### config.mk
export PLATFORM = sky130hd
export DESIGN_NAME = vdp_regs
export DESIGN_NICKNAME = d
export VERILOG_FILES = /design/src/common/vdp_pkg.sv /design/src/hdl/vdp_regs.sv
export SDC_FILE = /design/constraint.sdc
export NUM_CORES = 1
export LEC_CHECK = 0
export ABC_AREA = 0
export BUFFER_PORTS_ARGS = -buffer_cell sky130_fd_sc_hd__buf_2
export CORE_AREA = 10 10 81 83
export CTS_BUF_LIST = sky130_fd_sc_hd__clkbuf_8
export DETAILED_ROUTE_END_ITERATION = 6
export DIE_AREA = 0 0 91 93
export HOLD_SLACK_MARGIN = 0.1
export PLACE_DENSITY = 0.77
export SLEW_MARGIN = 20
export SYNTH_ARGS = -nofsm -noshare
export SYNTH_HDL_FRONTEND = slang
export SYNTH_SLANG_ARGS = --single-unit
### constraint.sdc
create_clock -name vclk -period 2.4 [get_ports vclk]
set_input_delay 0.48 -clock vclk [delete_from_list [all_inputs] [get_ports vclk]]
set_output_delay 0.48 -clock vclk [all_outputs]
set_load 0.05 [all_outputs]
### src/common/vdp_pkg.sv
package vdp_pkg;

    ////////////////////
    // Horizontal timing in vclk cycles
    ////////////////////
    localparam logic [9:0] h_total      = 10'd800;
    localparam logic [9:0] h_active     = 10'd640;
    localparam logic [9:0] h_sync_start = 10'd656;
    localparam logic [9:0] h_sync_end   = 10'd752;

    // Vertical timing in scan lines
    localparam logic [9:0] line_total   = 10'd525;
    localparam logic [9:0] line_active  = 10'd480;
    localparam logic [9:0] v_sync_start = 10'd490;
    localparam logic [9:0] v_sync_end   = 10'd492;

    ////////////////////
    // Cell area bounds, hpos and vpos units
    ////////////////////
    localparam logic [9:0] border_left   = 10'd32;
    localparam logic [9:0] border_right  = 10'd608;
    localparam logic [8:0] border_top    = 9'd20;
    localparam logic [8:0] border_bottom = 9'd220;

    localparam int cell_cols = 36;
    localparam int cell_w    = 16;
    localparam int cell_h    = 8;

    localparam logic [8:0] vblank_line = 9'd220;

    // Counter to pins latency
    localparam int pipe_depth = 4;

    // Access codes, top two bits of the command word
    localparam logic [1:0] code_vram_rd = 2'd0;
    localparam logic [1:0] code_vram_wr = 2'd1;
    localparam logic [1:0] code_reg_wr  = 2'd2;
    localparam logic [1:0] code_pal_wr  = 2'd3;

    // Display register indices
    localparam logic [3:0] reg_mode0   = 4'd0;
    localparam logic [3:0] reg_mode1   = 4'd1;
    localparam logic [3:0] reg_scrmap  = 4'd2;
    localparam logic [3:0] reg_sprattr = 4'd5;
    localparam logic [3:0] reg_sprpat  = 4'd6;
    localparam logic [3:0] reg_border  = 4'd7;
    localparam logic [3:0] reg_hscroll = 4'd8;
    localparam logic [3:0] reg_vscroll = 4'd9;
    localparam logic [3:0] reg_raster  = 4'd10;

    ////////////////////
    // Command word, address setup or register write
    ////////////////////
    typedef union packed {
        struct packed {
            logic [1:0]  code;
            logic [13:0] addr;
        } cmd;
        struct packed {
            logic [1:0] code;
            logic [1:0] unused;
            logic [3:0] idx;
            logic [7:0] data;
        } regw;
    } vdp_cmd_u;

    typedef struct packed {
        logic       vscroll_inhibit;
        logic       hscroll_inhibit;
        logic       left_col_blank;
        logic       line_irq_en;
        logic       sprite_shift;
        logic       screen_en;
        logic       vblank_irq_en;
        logic       spr_h16;
        logic       spr_mag;
        logic [7:0] scrmap_base;
        logic [7:0] sprattr_base;
        logic [7:0] sprpat_base;
        logic [7:0] border_idx;
        logic [7:0] hscroll;
        logic [7:0] vscroll;
        logic [7:0] raster_line;
    } vdp_cfg_t;

    typedef struct packed {
        logic [9:0] hpos;
        logic [8:0] vpos;
        logic       hsync;
        logic       vsync;
        logic       blank;
        logic       line_start;
    } vid_pos_t;

endpackage

### src/hdl/vdp_regs.sv
`timescale 1ns/1ps

module vdp_regs (
    input  logic              vclk,
    input  logic              reset,
    input  logic              reg_wr,
    input  logic [3:0]        reg_idx,
    input  logic [7:0]        reg_data,
    output vdp_pkg::vdp_cfg_t cfg
);
    import vdp_pkg::*;

    always_ff @(posedge vclk or posedge reset) begin
        if (reset) begin
            cfg <= '0;
        end else if (reg_wr) begin
            case (reg_idx)
                reg_mode0: begin
                    cfg.vscroll_inhibit <= reg_data[7];
                    cfg.hscroll_inhibit <= reg_data[6];
                    cfg.left_col_blank  <= reg_data[5];
                    cfg.line_irq_en     <= reg_data[4];
                    cfg.sprite_shift    <= reg_data[3];
                end
                reg_mode1: begin
                    cfg.screen_en     <= reg_data[6];
                    cfg.vblank_irq_en <= reg_data[5];
                    cfg.spr_h16       <= reg_data[1];
                    cfg.spr_mag       <= reg_data[0];
                end
                reg_scrmap:  cfg.scrmap_base  <= reg_data;
                reg_sprattr: cfg.sprattr_base <= reg_data;
                reg_sprpat:  cfg.sprpat_base  <= reg_data;
                reg_border:  cfg.border_idx   <= reg_data;
                reg_hscroll: cfg.hscroll      <= reg_data;
                reg_vscroll: cfg.vscroll      <= reg_data;
                reg_raster:  cfg.raster_line  <= reg_data;
                // Registers 3, 4 and above 10 are not implemented
                default: ;
            endcase
        end
    end

endmodule

==> flow_metrics.env, run 1 <==
export IMPL_synth_nets=163
export IMPL_viasPerCell=5.061
export IMPL_use_met1=0.1794
export IMPL_slew_headroom=0.6175
export IMPL_grt_busiest_layer="met2"
export IMPL_met3_usage=0.07274
export IMPL_max_freq_mhz=647.2
export IMPL_period_minus_slack_ps=1545
export IMPL_dp_hpwl_um=4228
export IMPL_synth_cell_types=13
export IMPL_post_route_util=0.6339
export IMPL_arrival_ps=1760
export IMPL_post_place_ws_ps=523.6
export IMPL_drt_iter0_drc=28
export IMPL_crit_required_ps=2610
export IMPL_synth_adder_area_share=0
export IMPL_dieArea_mm2=0.008463
export IMPL_synth_xor_area_frac=0
export IMPL_first_global_vias=1749
export IMPL_r2r_end="cfg[64]"
export IMPL_r2r_cells=1
export IMPL_cts_buffers_inserted=9
export IMPL_muxShareOfSynthArea=0.3028
export IMPL_yosysSeqAreaShare=0.6464
export IMPL_area_delta_synth_final_pct=26.21
export IMPL_path_class="input pin to flip-flop"
export IMPL_pin_count=80
export IMPL_rsz0062_at_grt="false"
export IMPL_final_cell_mix="79 x buf_2, 65 x dfrtp_1, 57 x mux2_2, 11 x clkbuf_8, 8 x mux2_4"
export IMPL_clockRootBuffer="clkbuf_8"
export IMPL_tightestPinTransition_ps=573.1
export IMPL_synth_seq_cells=65
export IMPL_largest_register_ffs=65
export IMPL_regArea_mm2=0.001627
export IMPL_htree_levels=3
export IMPL_postSynthCellCount=148
export IMPL_std_cell_rows=26
export IMPL_final_common_cell="buf_2"
export IMPL_cp_end_kind="flip-flop"
export IMPL_fin_worst_skew_ps=0
export IMPL_fin_ws_ps=854.9
export IMPL_syn_area_mm2=0.002516
export IMPL_yosys_warnings=0
export IMPL_slew_viol_final=0
export IMPL_start_util=0.5022
export IMPL_regMostFlops="cfg"
export IMPL_cts_resized=0
export IMPL_die_w_um=91
export IMPL_synth_top_family_by_area="multiplexers"
export IMPL_outcome="completed"
export IMPL_gp_congestion=0.7698
export IMPL_ant_nets=0
export IMPL_hold_viol=0
export IMPL_multi_input_area_um2=878.3
export IMPL_wl_um=5780
export IMPL_grt_max_degree=36
export IMPL_cts_hold_buf=0
export IMPL_cp_max_fo=8
export IMPL_drv_cap=0
export IMPL_clock_sinks=65
export IMPL_io_buffers=79
export IMPL_insertedDiodeCount=0
export IMPL_cts_tree="done"
export IMPL_antenna_found_initial=0
export IMPL_reg2reg_from="cfg[64]"
export IMPL_grt_first_pass_wirelength_um=9522
export IMPL_tns_ps=0
export IMPL_fp_dieH_um=93
export IMPL_ir_drop_mv=0.7306
export IMPL_use_met2=0.2047
export IMPL_wire_per_inst_um=18.53
export IMPL_syn_area_per_cell_um2=17.00
export IMPL_synthSimpleGateAreaFrac=0.04625
export IMPL_hold_path_class="input pin to async pin"
export IMPL_power_density_mw_per_mm2=1207
export IMPL_cts_setup_buffers=0
export IMPL_post_route_period_util=0.6438
export IMPL_track_usage=0.1431
export IMPL_drc=0
export IMPL_grt_overflow_total=0
export IMPL_drtPass1Iterations=4
export IMPL_clock_latency_ps=330
export IMPL_cts_buffer_depth=2
export IMPL_fin_nets=254
export IMPL_rrSetupSlack_ps=1620
export IMPL_core_region_area_mm2=0.005010
export IMPL_p_leak_nw=1.588
export IMPL_setup_viol=0
export IMPL_reg_top3="cfg (65)"
export IMPL_start_kind="input pin"
export IMPL_synth_compound_area_share=0
export IMPL_drive_above_1_share=0.6942
export IMPL_vias=1579
export IMPL_nFillCells=417
export IMPL_clk_pin_slew_ps=70
==> layer usage <==
metal,routed length [µm],vias to the layer above
li1,-,708
met1,2685,795
met2,2404,67
met3,624,9
met4,66,0
met5,0,-
==> worst max-delay path: stages <==
cell	delay (ps)
buf_2	130
nand3b_1	230
nor2_2	510
mux2_2	400
==> metrics by stage <==
stage / hold WS [ps] / instances / area (µm²) / total power, mW
after global routing: 242.3 / 312 / 3176 / 4.013
after floorplan: 628.5 / 148 / 2516 / 2.671
after detailed placement: 487.3 / 298 / 3007 / 3.069
after global placement: 481.7 / 298 / 3007 / 3.046
after CTS: 218.8 / 312 / 3176 / 3.879
final: 216.3 / 312 / 3176 / 3.831
==> cell usage after synthesis, drive strengths merged <==
master  count  area share
mux2       65        0.30
inv         1      0.0015
nand3b      4       0.017
or3         1      0.0025
nor2        6       0.014
nor3b       1      0.0050
dfrtp      65        0.65
buf         1      0.0030
nand2       2      0.0030
nand2b      2      0.0050
==> logic make-up after synthesis <==
group / count (synthesis)
muxes: 65
DFF: 65
and+or+nand+nor: 16
buffers and inverters: 2
==> power by group <==
group / total [mW] / switching [mW] / internal (mW)
Clock: 0.803 / 0.387 / 0.416
Combinational: 1.55 / 1.16 / 0.391
Sequential: 1.48 / 0.125 / 1.35
Total: 3.83 / 1.67 / 2.16
==> worst max-delay path by stage <==
stage	startpoint	depth (start not counted)	endpoint	slack [ps]
2_1_floorplan	reset	1	cfg[0]	290
3_3_place_gp	reg_idx[3]	4	cfg[25]	540
3_5_place_dp	reg_idx[3]	4	cfg[27]	520
4_1_cts	reg_idx[3]	4	cfg[27]	880
5_1_grt	reg_idx[3]	4	cfg[27]	810
6_report	reg_idx[3]	4	cfg[27]	850
==> final cells by class <==
class	instances	share of cell area
Sequential cell	65	0.5122
Tap cell	70	0.02758
Timing Repair Buffer	81	0.1292
Multi-Input combinational cell	81	0.2766
Clock buffer	11	0.04768
Inverter	1	0.001182
Clock inverter	3	0.005516
No activity file was read; power rests on OpenSTA's default activity.
==> inputs of run 2 (changes only) <==
--- a/config.mk
+++ b/config.mk
@@ -7,12 +7,12 @@
 export LEC_CHECK = 0
 export ABC_AREA = 0
 export BUFFER_PORTS_ARGS = -buffer_cell sky130_fd_sc_hd__buf_2
-export CORE_AREA = 10 10 81 83
+export CORE_AREA = 10 10 85 87
 export CTS_BUF_LIST = sky130_fd_sc_hd__clkbuf_8
 export DETAILED_ROUTE_END_ITERATION = 6
-export DIE_AREA = 0 0 91 93
+export DIE_AREA = 0 0 95 97
 export HOLD_SLACK_MARGIN = 0.1
-export PLACE_DENSITY = 0.77
+export PLACE_DENSITY = 0.73
 export SLEW_MARGIN = 20
 export SYNTH_ARGS = -nofsm -noshare
 export SYNTH_HDL_FRONTEND = slang
==> constraint.sdc (replaced) <==
create_clock -name vclk -period 1.33 [get_ports vclk]
set_input_delay 0.266 -clock vclk [delete_from_list [all_inputs] [get_ports vclk]]
set_output_delay 0.266 -clock vclk [all_outputs]
set_load 0.05 [all_outputs]
==> flow_metrics.env, run 2 (synthesis results as in run 1) <==
export IMPL_outcome="completed"
export IMPL_insertedDiodeCount=0
export IMPL_path_buf_inv=1
export IMPL_cp_end_kind="output port"
export IMPL_power_density_mw_per_mm2=2126
export IMPL_drc=0
export IMPL_ir_drop_mv=1.243
export IMPL_fin_nets=271
export IMPL_largest_register_ffs=65
export IMPL_drtPass1Iterations=4
export IMPL_max_freq_mhz=793.8
export IMPL_clockRootBuffer="clkbuf_8"
export IMPL_fp_dieH_um=97
export IMPL_final_cell_mix="79 x buf_2, 65 x dfrtp_1, 57 x mux2_2, 16 x buf_4, 10 x clkbuf_8"
export IMPL_clock_latency_ps=340
export IMPL_area_delta_synth_final_pct=33.67
export IMPL_slew_headroom=0.8255
export IMPL_track_usage=0.1435
export IMPL_ant_nets=0
export IMPL_cts_buffers_inserted=9
export IMPL_crit_required_ps=1060
export IMPL_final_common_cell="buf_2"
export IMPL_first_global_vias=1850
export IMPL_wire_per_inst_um=18.62
export IMPL_max_stage_delay_ps=380
export IMPL_reg_top3="cfg (65)"
export IMPL_setup_viol=0
export IMPL_tightestPinTransition_ps=261.2
export IMPL_rrSetupSlack_ps=530
export IMPL_drv_cap=0
export IMPL_cp_max_fo=2
export IMPL_post_dp_cell_area_mm2=0.003158
export IMPL_post_route_period_util=0.9472
export IMPL_dieArea_mm2=0.009215
export IMPL_core_region_area_mm2=0.005473
export IMPL_path_class="flip-flop to output port"
export IMPL_hold_path_class="input pin to flip-flop"
export IMPL_clk_pin_slew_ps=70
export IMPL_wl_um=6200
export IMPL_period_minus_slack_ps=1260
export IMPL_grt_overflow_total=0
export IMPL_crit_chain="buf_2"
export IMPL_cts_setup_buffers=0
export IMPL_die_w_um=95
export IMPL_p_leak_nw=1.690
export IMPL_vias=1656
export IMPL_cts_tree="done"
export IMPL_fin_worst_skew_ps=0
export IMPL_regMostFlops="cfg"
export IMPL_viasPerCell=4.973
export IMPL_io_buffers=79
export IMPL_antenna_found_initial=0
export IMPL_hold_viol=0
export IMPL_start_util=0.4598
export IMPL_arrival_ps=990
export IMPL_path_delay_family="flip-flops"
export IMPL_pin_count=80
export IMPL_dp_hpwl_um=4668
export IMPL_holdWs_ps=267.7
export IMPL_grt_first_pass_wirelength_um=10220
export IMPL_nFillCells=457
export IMPL_cts_buffer_depth=2
export IMPL_drive_above_1_share=0.7126
export IMPL_post_route_util=0.6145
export IMPL_start_kind="flip-flop"
export IMPL_htree_levels=3
export IMPL_grt_max_degree=48
export IMPL_drt_iter0_drc=37
export IMPL_std_cell_rows=27
export IMPL_gp_congestion=0.7681
export IMPL_clock_sinks=65
export IMPL_rsz0062_at_grt="false"
export IMPL_slew_viol_final=0
export IMPL_slowest_stage="dfrtp_1"
export IMPL_design_area_mm2=0.003363
run 2: power by group:
part / internal [mW] / switching [mW] / total, mW
registers: 2.44 / 0.231 / 2.67
clock network: 0.903 / 0.746 / 1.65
logic: 0.727 / 2.11 / 2.84
run 2: stage by stage:
stage | setup slack [ps] | setup TNS (ps) | power, mW | std cells
after CTS | 55.24 | 0 | 7.237 | 333
after global routing | 32.40 | 0 | 7.473 | 333
after detailed placement | -154.0 | -6496 | 5.575 | 316
after global placement | -129.4 | -5525 | 5.524 | 316
after floorplan | 23.20 | 0 | 4.821 | 148
final | 70.24 | 0 | 7.151 | 333
run 2: repair_timing:
item	in CTS	in global routing
hold buffers	1	0
hold endpoints to repair	65	0
gates resized for setup	0	0
run 2: final cells by class:
cell class | instances | area (µm²) | area share
inverters | 1 | 7.507 | 0.002232
repair buffers | 98 | 565.5 | 0.1682
multi-input cells | 81 | 878.3 | 0.2612
well taps | 72 | 90.09 | 0.02679
clock inverters | 6 | 57.56 | 0.01711
clock buffers | 10 | 137.6 | 0.04092
flip-flops and latches | 65 | 1627 | 0.4836
run 2: final timing paths:
kind	to	start	cells past startpoint
hold / removal	cfg[18]	reg_data[2]	2
setup / recovery	cfg[22]	cfg[22]	1
setup reg to reg	cfg[43]	cfg[43]	1
hold reg to reg	cfg[26]	cfg[26]	1
max in group asynchronous	cfg[28]	reset	4
min in group asynchronous	cfg[38]	reset	4
run 2: routing by layer:
metal,track usage,wire length [µm],up-vias
met2,0.2143,2957,58
li1,-,-,749
met1,0.1780,2608,841
met3,0.05474,549,8
met5,0,0,-
met4,0.06522,84,0
==> inputs of run 3 (changes only) <==
--- a/config.mk
+++ b/config.mk
@@ -7,12 +7,15 @@
 export LEC_CHECK = 0
 export ABC_AREA = 0
 export BUFFER_PORTS_ARGS = -buffer_cell sky130_fd_sc_hd__buf_2
-export CORE_AREA = 10 10 85 87
+export CELL_PAD_IN_SITES_DETAIL_PLACEMENT = 1
+export CELL_PAD_IN_SITES_GLOBAL_PLACEMENT = 2
+export CORE_AREA = 10 10 100 102
 export CTS_BUF_LIST = sky130_fd_sc_hd__clkbuf_8
 export DETAILED_ROUTE_END_ITERATION = 6
-export DIE_AREA = 0 0 95 97
+export DIE_AREA = 0 0 110 112
 export HOLD_SLACK_MARGIN = 0.1
-export PLACE_DENSITY = 0.73
+export PLACE_DENSITY = 0.74
+export SETUP_SLACK_MARGIN = 0.4
 export SLEW_MARGIN = 20
 export SYNTH_ARGS = -nofsm -noshare
 export SYNTH_HDL_FRONTEND = slang
==> flow_metrics.env, run 3 (synthesis results as in run 1) <==
export IMPL_post_dp_cell_area_mm2=0.003267
export IMPL_p_sw_mw=3.456
export IMPL_placed_cells=353
export IMPL_slew_headroom=0.7742
export IMPL_path_delay_family="flip-flops"
export IMPL_fin_worst_skew_ps=0
export IMPL_post_place_ws_ps=-179.3
export IMPL_rrSetupSlack_ps=310
export IMPL_slowest_stage="dfrtp_1"
export IMPL_multi_input_area_mm2=0.001090
export IMPL_clockRootBuffer="clkbuf_8"
export IMPL_r2r_cells=3
export IMPL_die_w_um=110
export IMPL_cts_buffers_inserted=9
export IMPL_clock_latency_ps=340
export IMPL_start_kind="flip-flop"
export IMPL_arrival_ps=930
export IMPL_p_int_mw=5.365
export IMPL_htree_levels=3
export IMPL_clock_power_share=0.213
export IMPL_nFillCells=795
export IMPL_drtPass1Iterations=4
export IMPL_reg2reg_from="cfg[31]"
export IMPL_insertedDiodeCount=0
export IMPL_clock_sinks=65
export IMPL_antenna_found_initial=0
export IMPL_power_density_mw_per_mm2=1949
export IMPL_design_area_mm2=0.004526
export IMPL_drive_above_1_share=0.7832
export IMPL_drc=0
export IMPL_gp_congestion=0.6878
export IMPL_cts_tree="done"
export IMPL_regMostFlops="cfg"
export IMPL_final_cell_mix="86 x buf_6, 60 x dfrtp_1, 49 x mux2_4, 43 x buf_4, 16 x mux2_2"
export IMPL_start_util=0.3125
export IMPL_fin_nets=319
export IMPL_final_common_cell="buf_6"
export IMPL_period_minus_slack_ps=1193
export IMPL_dieArea_mm2=0.01232
export IMPL_total_power_mw=8.821
export IMPL_endpoint="cfg[13]"
export IMPL_fp_dieH_um=112
export IMPL_crit_cells=1
export IMPL_dp_hpwl_um=5359
export IMPL_hold_viol=0
export IMPL_viasPerCell=4.502
export IMPL_max_stage_delay_ps=410
export IMPL_fin_ws_ps=137.1
export IMPL_tightestPinTransition_ps=337.5
export IMPL_wl_um=8815
export IMPL_crit_chain="buf_6"
export IMPL_grt_overflow_total=0
export IMPL_path_class="flip-flop to output port"
export IMPL_clk_pin_slew_ps=80
export IMPL_cp_max_fo=2
export IMPL_post_route_period_util=0.8969
export IMPL_outcome="completed"
export IMPL_pwr_share_seq=0.321
export IMPL_grt_first_pass_wirelength_um=12250
export IMPL_setup_viol=0
export IMPL_cts_buffer_depth=2
export IMPL_p_leak_nw=2.223
export IMPL_ant_nets=0
export IMPL_drv_cap=0
export IMPL_wire_per_inst_um=21.29
export IMPL_max_freq_mhz=838.3
export IMPL_pin_count=80
export IMPL_regArea_mm2=0.001633
export IMPL_hold_path_class="input pin to flip-flop"
export IMPL_vias=1864
export IMPL_io_buffers=79
export IMPL_post_route_util=0.5621
export IMPL_area_delta_synth_final_pct=79.86
export IMPL_first_global_vias=2053
export IMPL_crit_required_ps=1060
export IMPL_drt_iter0_drc=31
export IMPL_fin_cells=414
export IMPL_grt_max_degree=66
export IMPL_core_region_area_mm2=0.008051
export IMPL_tns_ps=0
export IMPL_holdWs_ps=254.6
export IMPL_rsz0062_at_grt="true"
export IMPL_slew_viol_final=0
export IMPL_power_frac_comb=0.466
export IMPL_cp_end_kind="output port"
export IMPL_track_usage=0.1327
export IMPL_ir_drop_mv=0.6566
export IMPL_path_buf_inv=1
export IMPL_reg_top3="cfg (65)"
export IMPL_critPathLaunch="cfg[13]"
export IMPL_r2r_end="cfg[31]"
export IMPL_largest_register_ffs=65
export IMPL_switching_share=0.3918
export IMPL_std_cell_rows=33
## run 3: power groups by stage
stage               combinational [mW]  sequential [mW]  clock, mW
floorplan                        0.526             4.34          0
detailed placement                2.93             2.73          0
CTS                               3.80             2.82       1.90
global placement                  2.90             2.72          0
global route                      4.27             2.88       2.03
finish                            4.11             2.83       1.88
## run 3: timing repair
action	4_1_cts	5_1_grt
cloned	0	1
hold endpoints to repair	65	0
buffers inserted	14	29
pin swaps	5	5
hold buffers	1	0
resized for setup	192	5
endpoints found under the setup margin	130	137
## run 3: worst min path at each step
stage | start | to | cells after the start
4_1_cts | reg_data[2] | cfg[26] | 2
3_3_place_gp | reset | cfg[29] | 3
3_5_place_dp | reset | cfg[54] | 3
6_report | reg_data[2] | cfg[26] | 2
5_1_grt | reg_data[2] | cfg[26] | 2
2_1_floorplan | reset | cfg[0] | 1
## run 3: area by class of cell
type / instances / share of cell area
clock inverter: 6 / 0.01825
multi-input combinational: 81 / 0.2408
inverter: 1 / 0.001659
sequential: 65 / 0.3608
timing repair buffer: 146 / 0.3190
clock buffer: 10 / 0.03041
tap: 105 / 0.02903
## run 3: per-layer routing
metal | track usage | up-vias | wire, µm
li1 | - | 836 | -
met1 | 0.1575 | 968 | 3587
met2 | 0.2155 | 48 | 4572
met3 | 0.02999 | 12 | 438
met4 | 0.07031 | 0 | 216
met5 | 0 | - | 0
